File: config.mk
export PLATFORM = sky130hd
export DESIGN_NAME = instr_front_end
export DESIGN_NICKNAME = d
export VERILOG_FILES = /design/src/rtl/front_pkg.sv /design/src/rtl/fetch_loader.sv /design/src/rtl/instr_decoder.sv /design/src/rtl/reg_renamer.sv /design/src/rtl/front_control.sv /design/src/rtl/instr_front_end.sv
export VERILOG_INCLUDE_DIRS = /design/src /design/src/rtl
export SDC_FILE = /design/constraint.sdc
export NUM_CORES = 1
export LEC_CHECK = 0
export BUFFER_PORTS_ARGS = -buffer_cell sky130_fd_sc_hd__buf_2
export CAP_MARGIN = 20
export CORE_AREA = 2 2 302 304
export CTS_CLUSTER_DIAMETER = 120
export DETAILED_ROUTE_END_ITERATION = 7
export DIE_AREA = 0 0 304 306
export GPL_TIMING_DRIVEN = 0
export SYNTH_ARGS = -nofsm -noshare
export SYNTH_HDL_FRONTEND = slang
export SYNTH_HIERARCHICAL = 1
export SYNTH_SLANG_ARGS = --single-unit
File: constraint.sdc
create_clock -name i_clock -period 9.63 [get_ports i_clock]
set_clock_uncertainty 0.2 [all_clocks]
set_input_delay 1.4445 -clock i_clock [delete_from_list [all_inputs] [get_ports i_clock]]
set_output_delay 1.4445 -clock i_clock [all_outputs]
set_load 0.02 [all_outputs]
File: src/rtl/front_defs.svh
// Front end widths and reset values shared by the fetch, decode and rename stages
`ifndef FRONT_DEFS_SVH
`define FRONT_DEFS_SVH

// Data and address width
`define XLEN 32

// Physical tag width that wraps after 64 allocations
`define TAG_BITS 6

// Architectural register file size
`define ARCH_REGS 32

// First pair fetched after reset on an 8-byte boundary
`define RESET_PC 32'h0000_0000

`endif

File: src/rtl/front_pkg.sv
// Front end package with operation class and control state types
`default_nettype none

package front_pkg;

  // Operation class from the major opcode
  typedef enum logic [3:0] {
    OP_ALU_REG  = 4'd0,
    OP_ALU_IMM  = 4'd1,
    OP_LOAD     = 4'd2,
    OP_STORE    = 4'd3,
    OP_BRANCH   = 4'd4,
    OP_JAL      = 4'd5,
    OP_JALR     = 4'd6,
    OP_LUI      = 4'd7,
    OP_AUIPC    = 4'd8,
    OP_INVALID  = 4'd15
  } op_kind_e;

  // Front end control states
  typedef enum logic [1:0] {
    CTRL_RUN   = 2'd0,
    CTRL_STALL = 2'd1,
    CTRL_FLUSH = 2'd2
  } ctrl_state_e;

endpackage

`default_nettype wire

File: src/rtl/fetch_loader.sv
// Fetch loader keeping the pair program counter and the fetch pair register
`timescale 1ns/1ps
`default_nettype none

`include "front_defs.svh"

module fetch_loader (
  input  wire              i_clock,
  input  wire              i_reset,
  input  wire              i_fetch_hit,
  input  wire [`XLEN-1:0]  i_fetch_instr_0,
  input  wire [`XLEN-1:0]  i_fetch_instr_1,
  input  wire              i_jump_valid,
  input  wire [`XLEN-1:0]  i_jump_address,
  input  wire              i_enable,
  input  wire              i_flush,
  output logic             o_fetch_read,
  output logic [`XLEN-1:0] o_fetch_address,
  output logic             o_pair_valid,
  output logic [`XLEN-1:0] o_pair_address,
  output logic [`XLEN-1:0] o_instr_0,
  output logic [`XLEN-1:0] o_instr_1
);

  logic [`XLEN-1:0] pc;
  logic             started;
  logic             redirect_pending;
  logic [`XLEN-1:0] redirect_address;
  logic             load_pair;

  // No request in the first cycle after reset, during flush,
  // or while a full fetch register cannot move on
  assign o_fetch_read    = started && !i_flush && (!o_pair_valid || i_enable);
  assign o_fetch_address = pc;
  assign load_pair       = o_fetch_read && i_fetch_hit;

  always_ff @(posedge i_clock) begin
    if (i_reset) begin
      started          <= 1'b0;
      pc               <= `RESET_PC;
      o_pair_valid     <= 1'b0;
      redirect_pending <= 1'b0;
    end else begin
      started <= 1'b1;

      // A new jump wins over the one consumed by this flush
      if (i_jump_valid) begin
        redirect_pending <= 1'b1;
      end else if (i_flush) begin
        redirect_pending <= 1'b0;
      end

      if (i_flush) begin
        o_pair_valid <= 1'b0;
        if (redirect_pending) begin
          pc <= redirect_address;
        end
      end else begin
        if (i_enable) begin
          o_pair_valid <= load_pair;
        end
        if (load_pair) begin
          pc <= pc + `XLEN'(8);
        end
      end
    end
  end

  // Redirect target and fetched words
  always_ff @(posedge i_clock) begin
    if (i_jump_valid) begin
      redirect_address <= i_jump_address;
    end
    if (load_pair && !i_flush) begin
      o_pair_address <= pc;
      o_instr_0      <= i_fetch_instr_0;
      o_instr_1      <= i_fetch_instr_1;
    end
  end

endmodule

`default_nettype wire

File: src/rtl/instr_decoder.sv
// Single-word RV32I decoder with registered class, register fields and immediate
`timescale 1ns/1ps
`default_nettype none

`include "front_defs.svh"

module instr_decoder import front_pkg::*; #(
  parameter int REG_BITS = $clog2(`ARCH_REGS)
) (
  input  wire                 i_clock,
  input  wire                 i_reset,
  input  wire                 i_enable,
  input  wire                 i_flush,
  input  wire                 i_valid,
  input  wire [`XLEN-1:0]     i_instr,
  output logic                o_valid,
  output op_kind_e            o_op,
  output logic [REG_BITS-1:0] o_rd,
  output logic [REG_BITS-1:0] o_rs1,
  output logic [REG_BITS-1:0] o_rs2,
  output logic [`XLEN-1:0]    o_imm,
  output logic                o_writes_rd
);

  op_kind_e            op;
  logic [`XLEN-1:0]    imm;
  logic                uses_rs1;
  logic                uses_rs2;
  logic                class_writes;
  logic                writes_rd;
  logic [REG_BITS-1:0] rd_field;

  assign rd_field  = i_instr[11:7];
  assign writes_rd = class_writes && (rd_field != '0);

  always_comb begin
    op           = OP_INVALID;
    imm          = '0;
    uses_rs1     = 1'b0;
    uses_rs2     = 1'b0;
    class_writes = 1'b0;
    case (i_instr[6:0])
      7'b0110011: begin
        op           = OP_ALU_REG;
        uses_rs1     = 1'b1;
        uses_rs2     = 1'b1;
        class_writes = 1'b1;
      end
      7'b0010011: begin
        op           = OP_ALU_IMM;
        imm          = {{20{i_instr[31]}}, i_instr[31:20]};
        uses_rs1     = 1'b1;
        class_writes = 1'b1;
      end
      7'b0000011: begin
        op           = OP_LOAD;
        imm          = {{20{i_instr[31]}}, i_instr[31:20]};
        uses_rs1     = 1'b1;
        class_writes = 1'b1;
      end
      7'b0100011: begin
        op       = OP_STORE;
        imm      = {{20{i_instr[31]}}, i_instr[31:25], i_instr[11:7]};
        uses_rs1 = 1'b1;
        uses_rs2 = 1'b1;
      end
      7'b1100011: begin
        op       = OP_BRANCH;
        imm      = {{19{i_instr[31]}}, i_instr[31], i_instr[7], i_instr[30:25],
                    i_instr[11:8], 1'b0};
        uses_rs1 = 1'b1;
        uses_rs2 = 1'b1;
      end
      7'b1101111: begin
        op           = OP_JAL;
        imm          = {{11{i_instr[31]}}, i_instr[31], i_instr[19:12], i_instr[20],
                        i_instr[30:21], 1'b0};
        class_writes = 1'b1;
      end
      7'b1100111: begin
        op           = OP_JALR;
        imm          = {{20{i_instr[31]}}, i_instr[31:20]};
        uses_rs1     = 1'b1;
        class_writes = 1'b1;
      end
      7'b0110111: begin
        op           = OP_LUI;
        imm          = {i_instr[31:12], 12'b0};
        class_writes = 1'b1;
      end
      7'b0010111: begin
        op           = OP_AUIPC;
        imm          = {i_instr[31:12], 12'b0};
        class_writes = 1'b1;
      end
      default: begin
        op = OP_INVALID;
      end
    endcase
  end

  always_ff @(posedge i_clock) begin
    if (i_reset || i_flush) begin
      o_valid <= 1'b0;
    end else if (i_enable) begin
      o_valid <= i_valid;
    end
  end

  // Unused register fields read as x0 so the renamer sees no dependency
  always_ff @(posedge i_clock) begin
    if (i_enable) begin
      o_op        <= op;
      o_imm       <= imm;
      o_rd        <= writes_rd ? rd_field : '0;
      o_rs1       <= uses_rs1 ? i_instr[19:15] : '0;
      o_rs2       <= uses_rs2 ? i_instr[24:20] : '0;
      o_writes_rd <= writes_rd;
    end
  end

endmodule

`default_nettype wire

File: src/rtl/reg_renamer.sv
// Register renamer with rename table, tag counter, pair bypass and issue register
`timescale 1ns/1ps
`default_nettype none

`include "front_defs.svh"

module reg_renamer import front_pkg::*; #(
  parameter int REG_BITS = $clog2(`ARCH_REGS)
) (
  input  wire                  i_clock,
  input  wire                  i_reset,
  input  wire                  i_enable,
  input  wire                  i_valid,
  input  wire [`XLEN-1:0]      i_address,
  input  op_kind_e             i_slot0_op,
  input  wire [REG_BITS-1:0]   i_slot0_rd,
  input  wire [REG_BITS-1:0]   i_slot0_rs1,
  input  wire [REG_BITS-1:0]   i_slot0_rs2,
  input  wire [`XLEN-1:0]      i_slot0_imm,
  input  wire                  i_slot0_writes_rd,
  input  op_kind_e             i_slot1_op,
  input  wire [REG_BITS-1:0]   i_slot1_rd,
  input  wire [REG_BITS-1:0]   i_slot1_rs1,
  input  wire [REG_BITS-1:0]   i_slot1_rs2,
  input  wire [`XLEN-1:0]      i_slot1_imm,
  input  wire                  i_slot1_writes_rd,
  output logic                 o_issue_valid,
  output logic [`XLEN-1:0]     o_issue_address,
  output op_kind_e             o_slot0_op,
  output logic [`XLEN-1:0]     o_slot0_imm,
  output logic [`TAG_BITS-1:0] o_slot0_dst_tag,
  output logic [`TAG_BITS-1:0] o_slot0_src1_tag,
  output logic                 o_slot0_src1_pending,
  output logic [`TAG_BITS-1:0] o_slot0_src2_tag,
  output logic                 o_slot0_src2_pending,
  output op_kind_e             o_slot1_op,
  output logic [`XLEN-1:0]     o_slot1_imm,
  output logic [`TAG_BITS-1:0] o_slot1_dst_tag,
  output logic [`TAG_BITS-1:0] o_slot1_src1_tag,
  output logic                 o_slot1_src1_pending,
  output logic [`TAG_BITS-1:0] o_slot1_src2_tag,
  output logic                 o_slot1_src2_pending
);

  logic [`TAG_BITS-1:0] table_tag [`ARCH_REGS];
  logic [`ARCH_REGS-1:0] table_pending;
  logic [`TAG_BITS-1:0] next_tag;
  logic [`TAG_BITS-1:0] tag_0;
  logic [`TAG_BITS-1:0] tag_1;
  logic                 rename_fire;

  logic [`TAG_BITS-1:0] s0_src1_tag, s0_src2_tag, s1_src1_tag, s1_src2_tag;
  logic                 s0_src1_pending, s0_src2_pending, s1_src1_pending, s1_src2_pending;

  // Slot 1 takes the tag after slot 0's only if slot 0 allocated one
  assign tag_0       = next_tag;
  assign tag_1       = next_tag + `TAG_BITS'(i_slot0_writes_rd);
  assign rename_fire = i_enable && i_valid;

  // x0 never pending and tag zero when not pending
  always_comb begin
    s0_src1_pending = (i_slot0_rs1 != '0) && table_pending[i_slot0_rs1];
    s0_src1_tag     = s0_src1_pending ? table_tag[i_slot0_rs1] : '0;
    s0_src2_pending = (i_slot0_rs2 != '0) && table_pending[i_slot0_rs2];
    s0_src2_tag     = s0_src2_pending ? table_tag[i_slot0_rs2] : '0;
    s1_src1_pending = (i_slot1_rs1 != '0) && table_pending[i_slot1_rs1];
    s1_src1_tag     = s1_src1_pending ? table_tag[i_slot1_rs1] : '0;
    s1_src2_pending = (i_slot1_rs2 != '0) && table_pending[i_slot1_rs2];
    s1_src2_tag     = s1_src2_pending ? table_tag[i_slot1_rs2] : '0;

    // Slot 1 reading slot 0's destination
    if (i_slot0_writes_rd && (i_slot1_rs1 == i_slot0_rd)) begin
      s1_src1_pending = 1'b1;
      s1_src1_tag     = tag_0;
    end
    if (i_slot0_writes_rd && (i_slot1_rs2 == i_slot0_rd)) begin
      s1_src2_pending = 1'b1;
      s1_src2_tag     = tag_0;
    end
  end

  always_ff @(posedge i_clock) begin
    if (i_reset) begin
      table_pending <= '0;
      next_tag      <= '0;
      o_issue_valid <= 1'b0;
    end else begin
      if (i_enable) begin
        o_issue_valid <= i_valid;
      end
      if (rename_fire) begin
        next_tag <= tag_1 + `TAG_BITS'(i_slot1_writes_rd);
        if (i_slot0_writes_rd) begin
          table_pending[i_slot0_rd] <= 1'b1;
        end
        if (i_slot1_writes_rd) begin
          table_pending[i_slot1_rd] <= 1'b1;
        end
      end
    end
  end

  // Slot 1 written last so it owns a shared rd
  always_ff @(posedge i_clock) begin
    if (rename_fire) begin
      if (i_slot0_writes_rd) begin
        table_tag[i_slot0_rd] <= tag_0;
      end
      if (i_slot1_writes_rd) begin
        table_tag[i_slot1_rd] <= tag_1;
      end
    end
  end

  always_ff @(posedge i_clock) begin
    if (i_enable) begin
      o_issue_address      <= i_address;
      o_slot0_op           <= i_slot0_op;
      o_slot0_imm          <= i_slot0_imm;
      o_slot0_dst_tag      <= i_slot0_writes_rd ? tag_0 : '0;
      o_slot0_src1_tag     <= s0_src1_tag;
      o_slot0_src1_pending <= s0_src1_pending;
      o_slot0_src2_tag     <= s0_src2_tag;
      o_slot0_src2_pending <= s0_src2_pending;
      o_slot1_op           <= i_slot1_op;
      o_slot1_imm          <= i_slot1_imm;
      o_slot1_dst_tag      <= i_slot1_writes_rd ? tag_1 : '0;
      o_slot1_src1_tag     <= s1_src1_tag;
      o_slot1_src1_pending <= s1_src1_pending;
      o_slot1_src2_tag     <= s1_src2_tag;
      o_slot1_src2_pending <= s1_src2_pending;
    end
  end

endmodule

`default_nettype wire

File: src/rtl/front_control.sv
// Front end control FSM producing stage enables and the jump flush
`timescale 1ns/1ps
`default_nettype none

module front_control import front_pkg::*; (
  input  wire  i_clock,
  input  wire  i_reset,
  input  wire  i_jump_valid,
  input  wire  i_fetch_valid,
  input  wire  i_decode_valid,
  input  wire  i_issue_valid,
  input  wire  i_issue_ready,
  output logic o_fetch_enable,
  output logic o_decode_enable,
  output logic o_rename_enable,
  output logic o_flush
);

  ctrl_state_e state;
  ctrl_state_e state_next;

  // Jump takes priority over back-pressure
  always_comb begin
    if (i_jump_valid) begin
      state_next = CTRL_FLUSH;
    end else if (i_issue_valid && !i_issue_ready) begin
      state_next = CTRL_STALL;
    end else begin
      state_next = CTRL_RUN;
    end
  end

  always_ff @(posedge i_clock) begin
    if (i_reset) begin
      state <= CTRL_RUN;
    end else begin
      state <= state_next;
    end
  end

  // A stage loads when the next one is empty or loading too
  assign o_rename_enable = !i_issue_valid || i_issue_ready;
  assign o_decode_enable = !i_decode_valid || o_rename_enable;
  assign o_fetch_enable  = !i_fetch_valid || o_decode_enable;
  assign o_flush         = (state == CTRL_FLUSH);

endmodule

`default_nettype wire

File: src/rtl/instr_front_end.sv
// Dual-issue front end top joining fetch, two decoders, renamer and control
`timescale 1ns/1ps
`default_nettype none

`include "front_defs.svh"

module instr_front_end import front_pkg::*; (
  input  wire                  i_clock,
  input  wire                  i_reset,
  output logic                 o_fetch_read,
  output logic [`XLEN-1:0]     o_fetch_address,
  input  wire                  i_fetch_hit,
  input  wire [`XLEN-1:0]      i_fetch_instr_0,
  input  wire [`XLEN-1:0]      i_fetch_instr_1,
  input  wire                  i_jump_valid,
  input  wire [`XLEN-1:0]      i_jump_address,
  input  wire                  i_issue_ready,
  output logic                 o_issue_valid,
  output logic [`XLEN-1:0]     o_issue_address,
  output op_kind_e             o_slot0_op,
  output logic [`XLEN-1:0]     o_slot0_imm,
  output logic [`TAG_BITS-1:0] o_slot0_dst_tag,
  output logic [`TAG_BITS-1:0] o_slot0_src1_tag,
  output logic                 o_slot0_src1_pending,
  output logic [`TAG_BITS-1:0] o_slot0_src2_tag,
  output logic                 o_slot0_src2_pending,
  output op_kind_e             o_slot1_op,
  output logic [`XLEN-1:0]     o_slot1_imm,
  output logic [`TAG_BITS-1:0] o_slot1_dst_tag,
  output logic [`TAG_BITS-1:0] o_slot1_src1_tag,
  output logic                 o_slot1_src1_pending,
  output logic [`TAG_BITS-1:0] o_slot1_src2_tag,
  output logic                 o_slot1_src2_pending
);

  localparam int REG_BITS = $clog2(`ARCH_REGS);

  logic fetch_enable, decode_enable, rename_enable, flush;
  logic pair_valid, decode_valid, decode_valid_0, decode_valid_1, rename_valid;
  logic [`XLEN-1:0] pair_address, decode_address, instr_0, instr_1;

  op_kind_e            op_0, op_1;
  logic [REG_BITS-1:0] rd_0, rs1_0, rs2_0, rd_1, rs1_1, rs2_1;
  logic [`XLEN-1:0]    imm_0, imm_1;
  logic                writes_rd_0, writes_rd_1;

  assign decode_valid = decode_valid_0 && decode_valid_1;

  // Keep younger pairs out of the issue register on the jump and flush cycles
  assign rename_valid = decode_valid && !i_jump_valid && !flush;

  // Pair address follows the words through decode
  always_ff @(posedge i_clock) begin
    if (decode_enable) begin
      decode_address <= pair_address;
    end
  end

  fetch_loader u_loader (
    .i_clock(i_clock), .i_reset(i_reset),
    .i_fetch_hit(i_fetch_hit),
    .i_fetch_instr_0(i_fetch_instr_0), .i_fetch_instr_1(i_fetch_instr_1),
    .i_jump_valid(i_jump_valid), .i_jump_address(i_jump_address),
    .i_enable(fetch_enable), .i_flush(flush),
    .o_fetch_read(o_fetch_read), .o_fetch_address(o_fetch_address),
    .o_pair_valid(pair_valid), .o_pair_address(pair_address),
    .o_instr_0(instr_0), .o_instr_1(instr_1)
  );

  instr_decoder u_decoder_0 (
    .i_clock(i_clock), .i_reset(i_reset),
    .i_enable(decode_enable), .i_flush(flush),
    .i_valid(pair_valid), .i_instr(instr_0),
    .o_valid(decode_valid_0), .o_op(op_0),
    .o_rd(rd_0), .o_rs1(rs1_0), .o_rs2(rs2_0),
    .o_imm(imm_0), .o_writes_rd(writes_rd_0)
  );

  instr_decoder u_decoder_1 (
    .i_clock(i_clock), .i_reset(i_reset),
    .i_enable(decode_enable), .i_flush(flush),
    .i_valid(pair_valid), .i_instr(instr_1),
    .o_valid(decode_valid_1), .o_op(op_1),
    .o_rd(rd_1), .o_rs1(rs1_1), .o_rs2(rs2_1),
    .o_imm(imm_1), .o_writes_rd(writes_rd_1)
  );

  reg_renamer u_renamer (
    .i_clock(i_clock), .i_reset(i_reset),
    .i_enable(rename_enable), .i_valid(rename_valid), .i_address(decode_address),
    .i_slot0_op(op_0), .i_slot0_rd(rd_0), .i_slot0_rs1(rs1_0), .i_slot0_rs2(rs2_0),
    .i_slot0_imm(imm_0), .i_slot0_writes_rd(writes_rd_0),
    .i_slot1_op(op_1), .i_slot1_rd(rd_1), .i_slot1_rs1(rs1_1), .i_slot1_rs2(rs2_1),
    .i_slot1_imm(imm_1), .i_slot1_writes_rd(writes_rd_1),
    .o_issue_valid(o_issue_valid), .o_issue_address(o_issue_address),
    .o_slot0_op(o_slot0_op), .o_slot0_imm(o_slot0_imm),
    .o_slot0_dst_tag(o_slot0_dst_tag),
    .o_slot0_src1_tag(o_slot0_src1_tag), .o_slot0_src1_pending(o_slot0_src1_pending),
    .o_slot0_src2_tag(o_slot0_src2_tag), .o_slot0_src2_pending(o_slot0_src2_pending),
    .o_slot1_op(o_slot1_op), .o_slot1_imm(o_slot1_imm),
    .o_slot1_dst_tag(o_slot1_dst_tag),
    .o_slot1_src1_tag(o_slot1_src1_tag), .o_slot1_src1_pending(o_slot1_src1_pending),
    .o_slot1_src2_tag(o_slot1_src2_tag), .o_slot1_src2_pending(o_slot1_src2_pending)
  );

  front_control u_control (
    .i_clock(i_clock), .i_reset(i_reset),
    .i_jump_valid(i_jump_valid),
    .i_fetch_valid(pair_valid), .i_decode_valid(decode_valid),
    .i_issue_valid(o_issue_valid), .i_issue_ready(i_issue_ready),
    .o_fetch_enable(fetch_enable), .o_decode_enable(decode_enable),
    .o_rename_enable(rename_enable), .o_flush(flush)
  );

endmodule

`default_nettype wire

; After elaboration in Yosys (flattened, before gate mapping)
; Memory sizes are Yosys's and may differ from the RTL's. A register that Yosys moved wholly into a read port is not among the register bits.
; Cells that the tools add are included.
[op_classes]
n_bitwise = 2
order_cmp = 8
muxes = 48
n_eq_ne = 22
n_reduce_logical = 52
add_sub_neg = 3
[ops]
columns = cell, count
row1 = 32-bit case mux with 5 select lines, 2
row2 = 32-bit 2-to-1 mux, 7
row3 = 4-bit case mux with 9 select lines, 2
row4 = 32-bit bitwise OR, 2
row5 = 7-bit by 6-bit == test with 1-bit output (second input constant), 6
row6 = 7-bit == test (second input constant), 6
row7 = 5-bit by 6-bit < comparator with 1-bit output (second input constant), 6
row8 = 32-bit by 4-bit adder with 32-bit output (second input constant), 1
row9 = 5-bit nonzero test, 6
row10 = 7-bit by 5-bit == test with 1-bit output (second input constant), 4
row11 = 6-bit 2-to-1 mux, 4
row12 = 1-bit 2-to-1 mux, 22
row13 = 1-bit binary-select mux with 5-bit select, 4
row14 = 5-bit 2-to-1 mux, 4
row15 = 1-bit logical AND, 18
row16 = 7-bit by 2-bit == test with 1-bit output (second input constant), 2
row17 = 7-bit OR reduction, 2
row18 = 6-bit by 1-bit adder with 6-bit output, 2
row19 = 3-bit OR reduction, 4
row20 = 6-bit OR reduction, 2
row21 = 1-bit demux with 5-bit select, 2
row22 = 5-bit == test, 2
row23 = 5-bit by 1-bit >= comparator with 1-bit output (second input constant), 2
row24 = 1-bit logical NOT, 8
row25 = other kinds (7), 15
[totals]
out_inout_bits = 178
wordCells = 176
ff_bits = 473
ram_bits = 192
in_bits = 101
n_memories = 1
[mem_list]
columns = memory, words, width, rd, rd_ports_with_merged_regs, wr, line
row1 = u_renamer.table_tag, 32, 6, 4, 4, 2, reg_renamer.sv:45  ; logic [`TAG_BITS-1:0] table_tag [`ARCH_REGS];

; Longest topological paths before layout
[logic_depth]
ltp_word = 10
ltp_mapped = 9

; Cells and area by module
; The synthesis kept the hierarchy.
[modules_own_cells]
columns = module, seq_area_each_um2, n_inst, cells_each, area_per_inst_um2
row1 = reg_renamer, 10850.4, 1, 1552, 22226.3
row2 = fetch_loader, 4544.4, 1, 417, 6045.8
row3 = instr_decoder, 1581.5, 2, 167, 2296.0
row4 = instr_front_end, 960.9, 1, 34, 979.7
row5 = front_control, 40.0, 1, 8, 90.1

; Least setup slack after synthesis
; No wires, ideal clock.
[synth_path]
kind = input -> register
from = input port i_issue_ready
to = memory u_renamer/table_tag[4][0] in the netlist's numbering (enable)
path_buffers = 3
required_time_ps = 9057
setup_time_ps = 373
path_slack_ps = 2266
t_arrival_ps = 6791
cell_stages = 7
path_cell_list = nand2b_1 buf_2 nand3_1 or3_1 buf_2 buf_2 o22ai_1
[synth_rtl]
columns = element, line
row1 = from (decl), instr_front_end.sv:17  ; input wire i_issue_ready,
row2 = to (decl), reg_renamer.sv:45

==> results.env <==
CRIT_ARRIVAL_NS=5.00
CLOCK_SINKS=677
DRT_WL_TOTAL_MM=124
DETAILEDPLACE.WORSTSLACK_NS=4.28
POST_SYNTH_XOR_AREA_FRACTION=0.0297
VIA_COUNT=24200
SEQ_POWER_SHARE=0.495
FINAL.MIN_CLOCK_PERIOD_NS=4.84
NETLIST-CELL-TYPE-COUNT=82
GLOBAL_ROUTE_WIRE_LENGTH_BEFORE_REPAIR_MM=173
CTS_TREE='built'
VDD.IR_DROP.WORST_V=0.000150
DETAILED_PLACE_HPWL_MM=89.9
TOTAL_SWITCHING_POWER_W=0.00144
SYNTH-ADDER-AREA-SHARE=0.00251
SYNTH_TOP_FAMILY_BY_AREA='multiplexers'
TIMING.CRITICAL_PATH.FANOUT_MAX=62
CP-START-KIND='input port'
POWER.SHARE.CLOCK=0.476
SYNTH_TOP_AREA_SHARE=0.531
ASYNC_FLOP_SHARE=0
RSZ0062_AT_GRT='no'
FINAL_LAYOUT_SIZE_SUFFIX_GT1_FRAC=0.313
POST_SYNTH_MUX_AREA_SHARE=0.208
GRT_OVERFLOW_TOTAL=0
FIN_CRIT_SH=0.503
POST-ROUTE-DRC-COUNT=0
CTS_BUFFER_DEPTH=3
GRT_USE_TOTAL=0.262
ANT_NETS=0
INITIAL_ANTENNA_VIOLATION_COUNT=9
DOMINANT_SYNTHESIZED_FLOP_CELL='edfxtp_1'
FLOORPLAN.INITIALDENSITY=0.379
FIRST_GLOBAL_VIAS=23900
IOPINCOUNT=279
POST_DRT_VIA_CELL_RATIO=6.06
CP_DATA_REQUIRED_TIME_NS=9.79
POSTLAYOUTCELLAREA_SQ_UM=40100
SLEW-LIMIT-HEADROOM=0.208
HOLD_CLASS='flip-flop to flip-flop'
SYNTH_COMMON_CELLS='600 x edfxtp_1, 223 x mux4_2, 172 x nor2_1, 163 x nand2_1, 105 x mux2i_1'
POST_SYNTH_INSTANCE_AREA_SQ_UM=33900
TNS_NS=0
DIEAREA_SQ_UM=93000
POST_CTS_RESIZED=0
HTREE_NUM_LEVELS=3
DIE_W_UM=304
FINAL_HOLD_VIOL_COUNT=0
SYNTH-EDFF-COUNT=600
SYNTHESIS.NETS=2452
SYNTHSIMPLEGATEAREAFRAC=0.0911
SETUP.WORST_PATH.CLASS='input port to flip-flop'
AREA.GROWTH.SYNTH_TO_FINAL_PCT=18.1
CTS_HOLD_BUFFERS=0
YOSYS.AREA.TOP_TYPE='edfxtp_1'
TIGHTESTPINTRANSITION_NS=1.18
SYNTHESIS.INSTANCES=2345
GP_CONGESTION=1.01
SYNTH_WARNINGS=6
FIN_WS_NS=4.79
PLACED_AREA_SQ_UM=37300
CAP_VIOLATIONS=0
SYNTH_AREA_LEADERS='edfxtp_1 53%, mux4_2 15%, dfxtp_1 4.5%'
DETAIL_ROUTE.ITER0.VIOLATIONS=3470
SHARE_COMB_OF_TOTAL_POWER=0.029
INTERNAL_POWER_W=0.00515
CP-END-KIND='flip-flop'
DIE_H_UM=306
CLK_PIN_SLEW_WORST_PATHS_NS=0.06
P_LEAK_nW=14.9
DRT-WIRELENGTH-PER-CELL_UM=31.0
CTS-BUFFERS-INSERTED=78
YS_SEQ_AREA_FRAC=0.576
SYNTH-COMPOUND-AREA-SHARE=0.0633
MAX_FREQ_MHz=207
FINAL_SETUP_VIOLATION_COUNT=0
FILLERS=7996
FLIP_FLOP_AND_LATCH_COUNT_AFTER_SYNTHESIS=677
SYNTH_MOST_COMMON_CELL='edfxtp_1'
CORE_SQ_UM=89600
NUMBER_OF_PLACEMENT_ROWS=110
POST_CTS.REPAIR.SETUP_BUFFERS=0
POWER_PER_STANDARD_CELL_AREA_nW_PER_UM2=164
GRT_START_MAX_NET_PINS=65
FINALMAXSLEWVIOLATIONS=0
FINAL_CORE_UTILIZATION=0.447
STATUS='finished clean'
CLKLATENCYLATEPIN_NS=0.67
FIRSTDRTPASSITERS=6
NUM-NETS-FINAL=2857
P_SW_FRAC=0.218
CTS.ROOT.BUFFER_CELL='clkbuf_16'
IO_BUFFERS=278
SYN-MEAN-INSTANCE-AREA_SQ_UM=14.5
HOLD-WORST-SLACK_NS=0.206
power by group through the flow:
| stage | registers [W] | clock network [W] | logic, W |
|---|---|---|---|
| 2_1_floorplan | 0.00333 | 0 | 0.0000806 |
| 3_3_place_gp | 0.00332 | 0 | 0.000185 |
| 3_5_place_dp | 0.00332 | 0 | 0.000189 |
| 4_1_cts | 0.00326 | 0.00320 | 0.000189 |
| 5_1_grt | 0.00327 | 0.00331 | 0.000203 |
| 6_report | 0.00326 | 0.00313 | 0.000191 |
cells by family (layout without fill, tap and decap cells):
group / Yosys count / after routing
DFF: 677 / 677
muxes: 410 / 410
AOI/OAI and AO/OA: 324 / 324
adders and majority gates: 7 / 7
other: 0 / 3
xor gates and xnor gates: 115 / 115
and+or+nand+nor: 618 / 618
buffers and inverters: 194 / 664
sequential cells by signal, summed over array words and instances, names as in the netlist, 6 cells and up:
name	count
decode_address	32
u_decoder_0/o_imm	32
u_decoder_1/o_imm	32
u_loader/o_fetch_address	32
u_loader/o_instr_0	32
u_loader/o_instr_1	32
u_loader/o_pair_address	32
u_loader/redirect_address	32
u_renamer/next_tag	6
u_renamer/o_issue_address	32
u_renamer/o_slot0_dst_tag	6
u_renamer/o_slot0_imm	32
u_renamer/o_slot0_src1_tag	6
u_renamer/o_slot0_src2_tag	6
u_renamer/o_slot1_dst_tag	6
u_renamer/o_slot1_imm	32
u_renamer/o_slot1_src1_tag	6
u_renamer/o_slot1_src2_tag	6
u_renamer/table_pending	31
u_renamer/table_tag	192
stage by stage:
step | std cells | total power (W)
floorplan | 2345 | 0.00341
global placement | 3799 | 0.00351
detailed placement | 3843 | 0.00351
CTS | 3988 | 0.00665
global route | 3993 | 0.00678
finish | 3994 | 0.00659
layout by cell type (no fill, tap or decap), types with 9 or more instances in the layout:
cell type / netlist / layout
inv_1: 16 / 15
a22o_1: 12 / 12
xor2_1: 51 / 51
nand4_1: 16 / 16
clkinv_1: 1 / 15
nor2_2: 11 / 11
buf_6: 15 / 24
o211ai_1: 12 / 12
o22ai_1: 33 / 32
nand2_1: 163 / 163
a21oi_1: 76 / 76
buf_8: 0 / 11
buf_4: 15 / 38
and2_1: 58 / 58
bufinv_16: 0 / 12
and4_1: 9 / 9
o21ai_1: 13 / 26
nor3_1: 14 / 14
mux2i_1: 105 / 105
a21o_1: 40 / 40
mux4_2: 223 / 223
xnor2_1: 64 / 64
edfxtp_1: 600 / 600
mux2_2: 78 / 78
buf_1: 21 / 21
or3_1: 17 / 17
dfxtp_1: 77 / 77
buf_2: 56 / 334
clkbuf_16: 0 / 78
nand3_1: 42 / 42
nor2_1: 172 / 172
o21ai_0: 50 / 37
clkbuf_1: 68 / 81
and3_1: 31 / 31
nand2b_1: 11 / 10
nor2b_1: 17 / 17
layout make-up:
type	instances	area (sq um)	share of cell area
Antenna cell	3	7.51	0.000187
Buffer	177	921	0.0230
Clock buffer	94	2040	0.0509
Clock inverter	51	677	0.0169
Inverter	17	66.3	0.00165
Multi-Input combinational cell	1474	13400	0.334
Sequential cell	677	19600	0.488
Tap cell	1176	1470	0.0367
Timing Repair Buffer	325	1940	0.0484
path summary, 6_finish.rpt:
path	startpoint	to	slack (ns)	cells past startpoint
worst max-delay path	i_issue_ready	u_renamer/table_tag[14][4]	4.79	9
worst min-delay path	u_decoder_0/o_imm[31]	u_renamer/o_slot0_imm[31]	0.21	0
worst max register to register	u_renamer/o_issue_valid	u_renamer/table_tag[14][4]	5.32	8
worst min register to register	u_decoder_0/o_imm[31]	u_renamer/o_slot0_imm[31]	0.21	0
routing by layer:
layer  share of wire  up-vias  GRT usage  wire [um]
met3            0.12      409     0.0807      14400
met1            0.36    12000      0.321      45100
li1                -     9992          -          -
met5         0.00058        -   0.000517         72
met4           0.063       10      0.149       7790
met2            0.46     1731      0.413      56300
worst max-delay path, cell delays in order:
cell and delay (ns):
buf_2 0.12, nand2b_4 0.40, buf_16 0.36, buf_2 0.25, nand3_1 0.14, nor3b_2 0.56
nand4b_1 0.88, o21ai_1 0.53, buf_4 0.27
No activity file was read; power rests on OpenSTA's default activity.
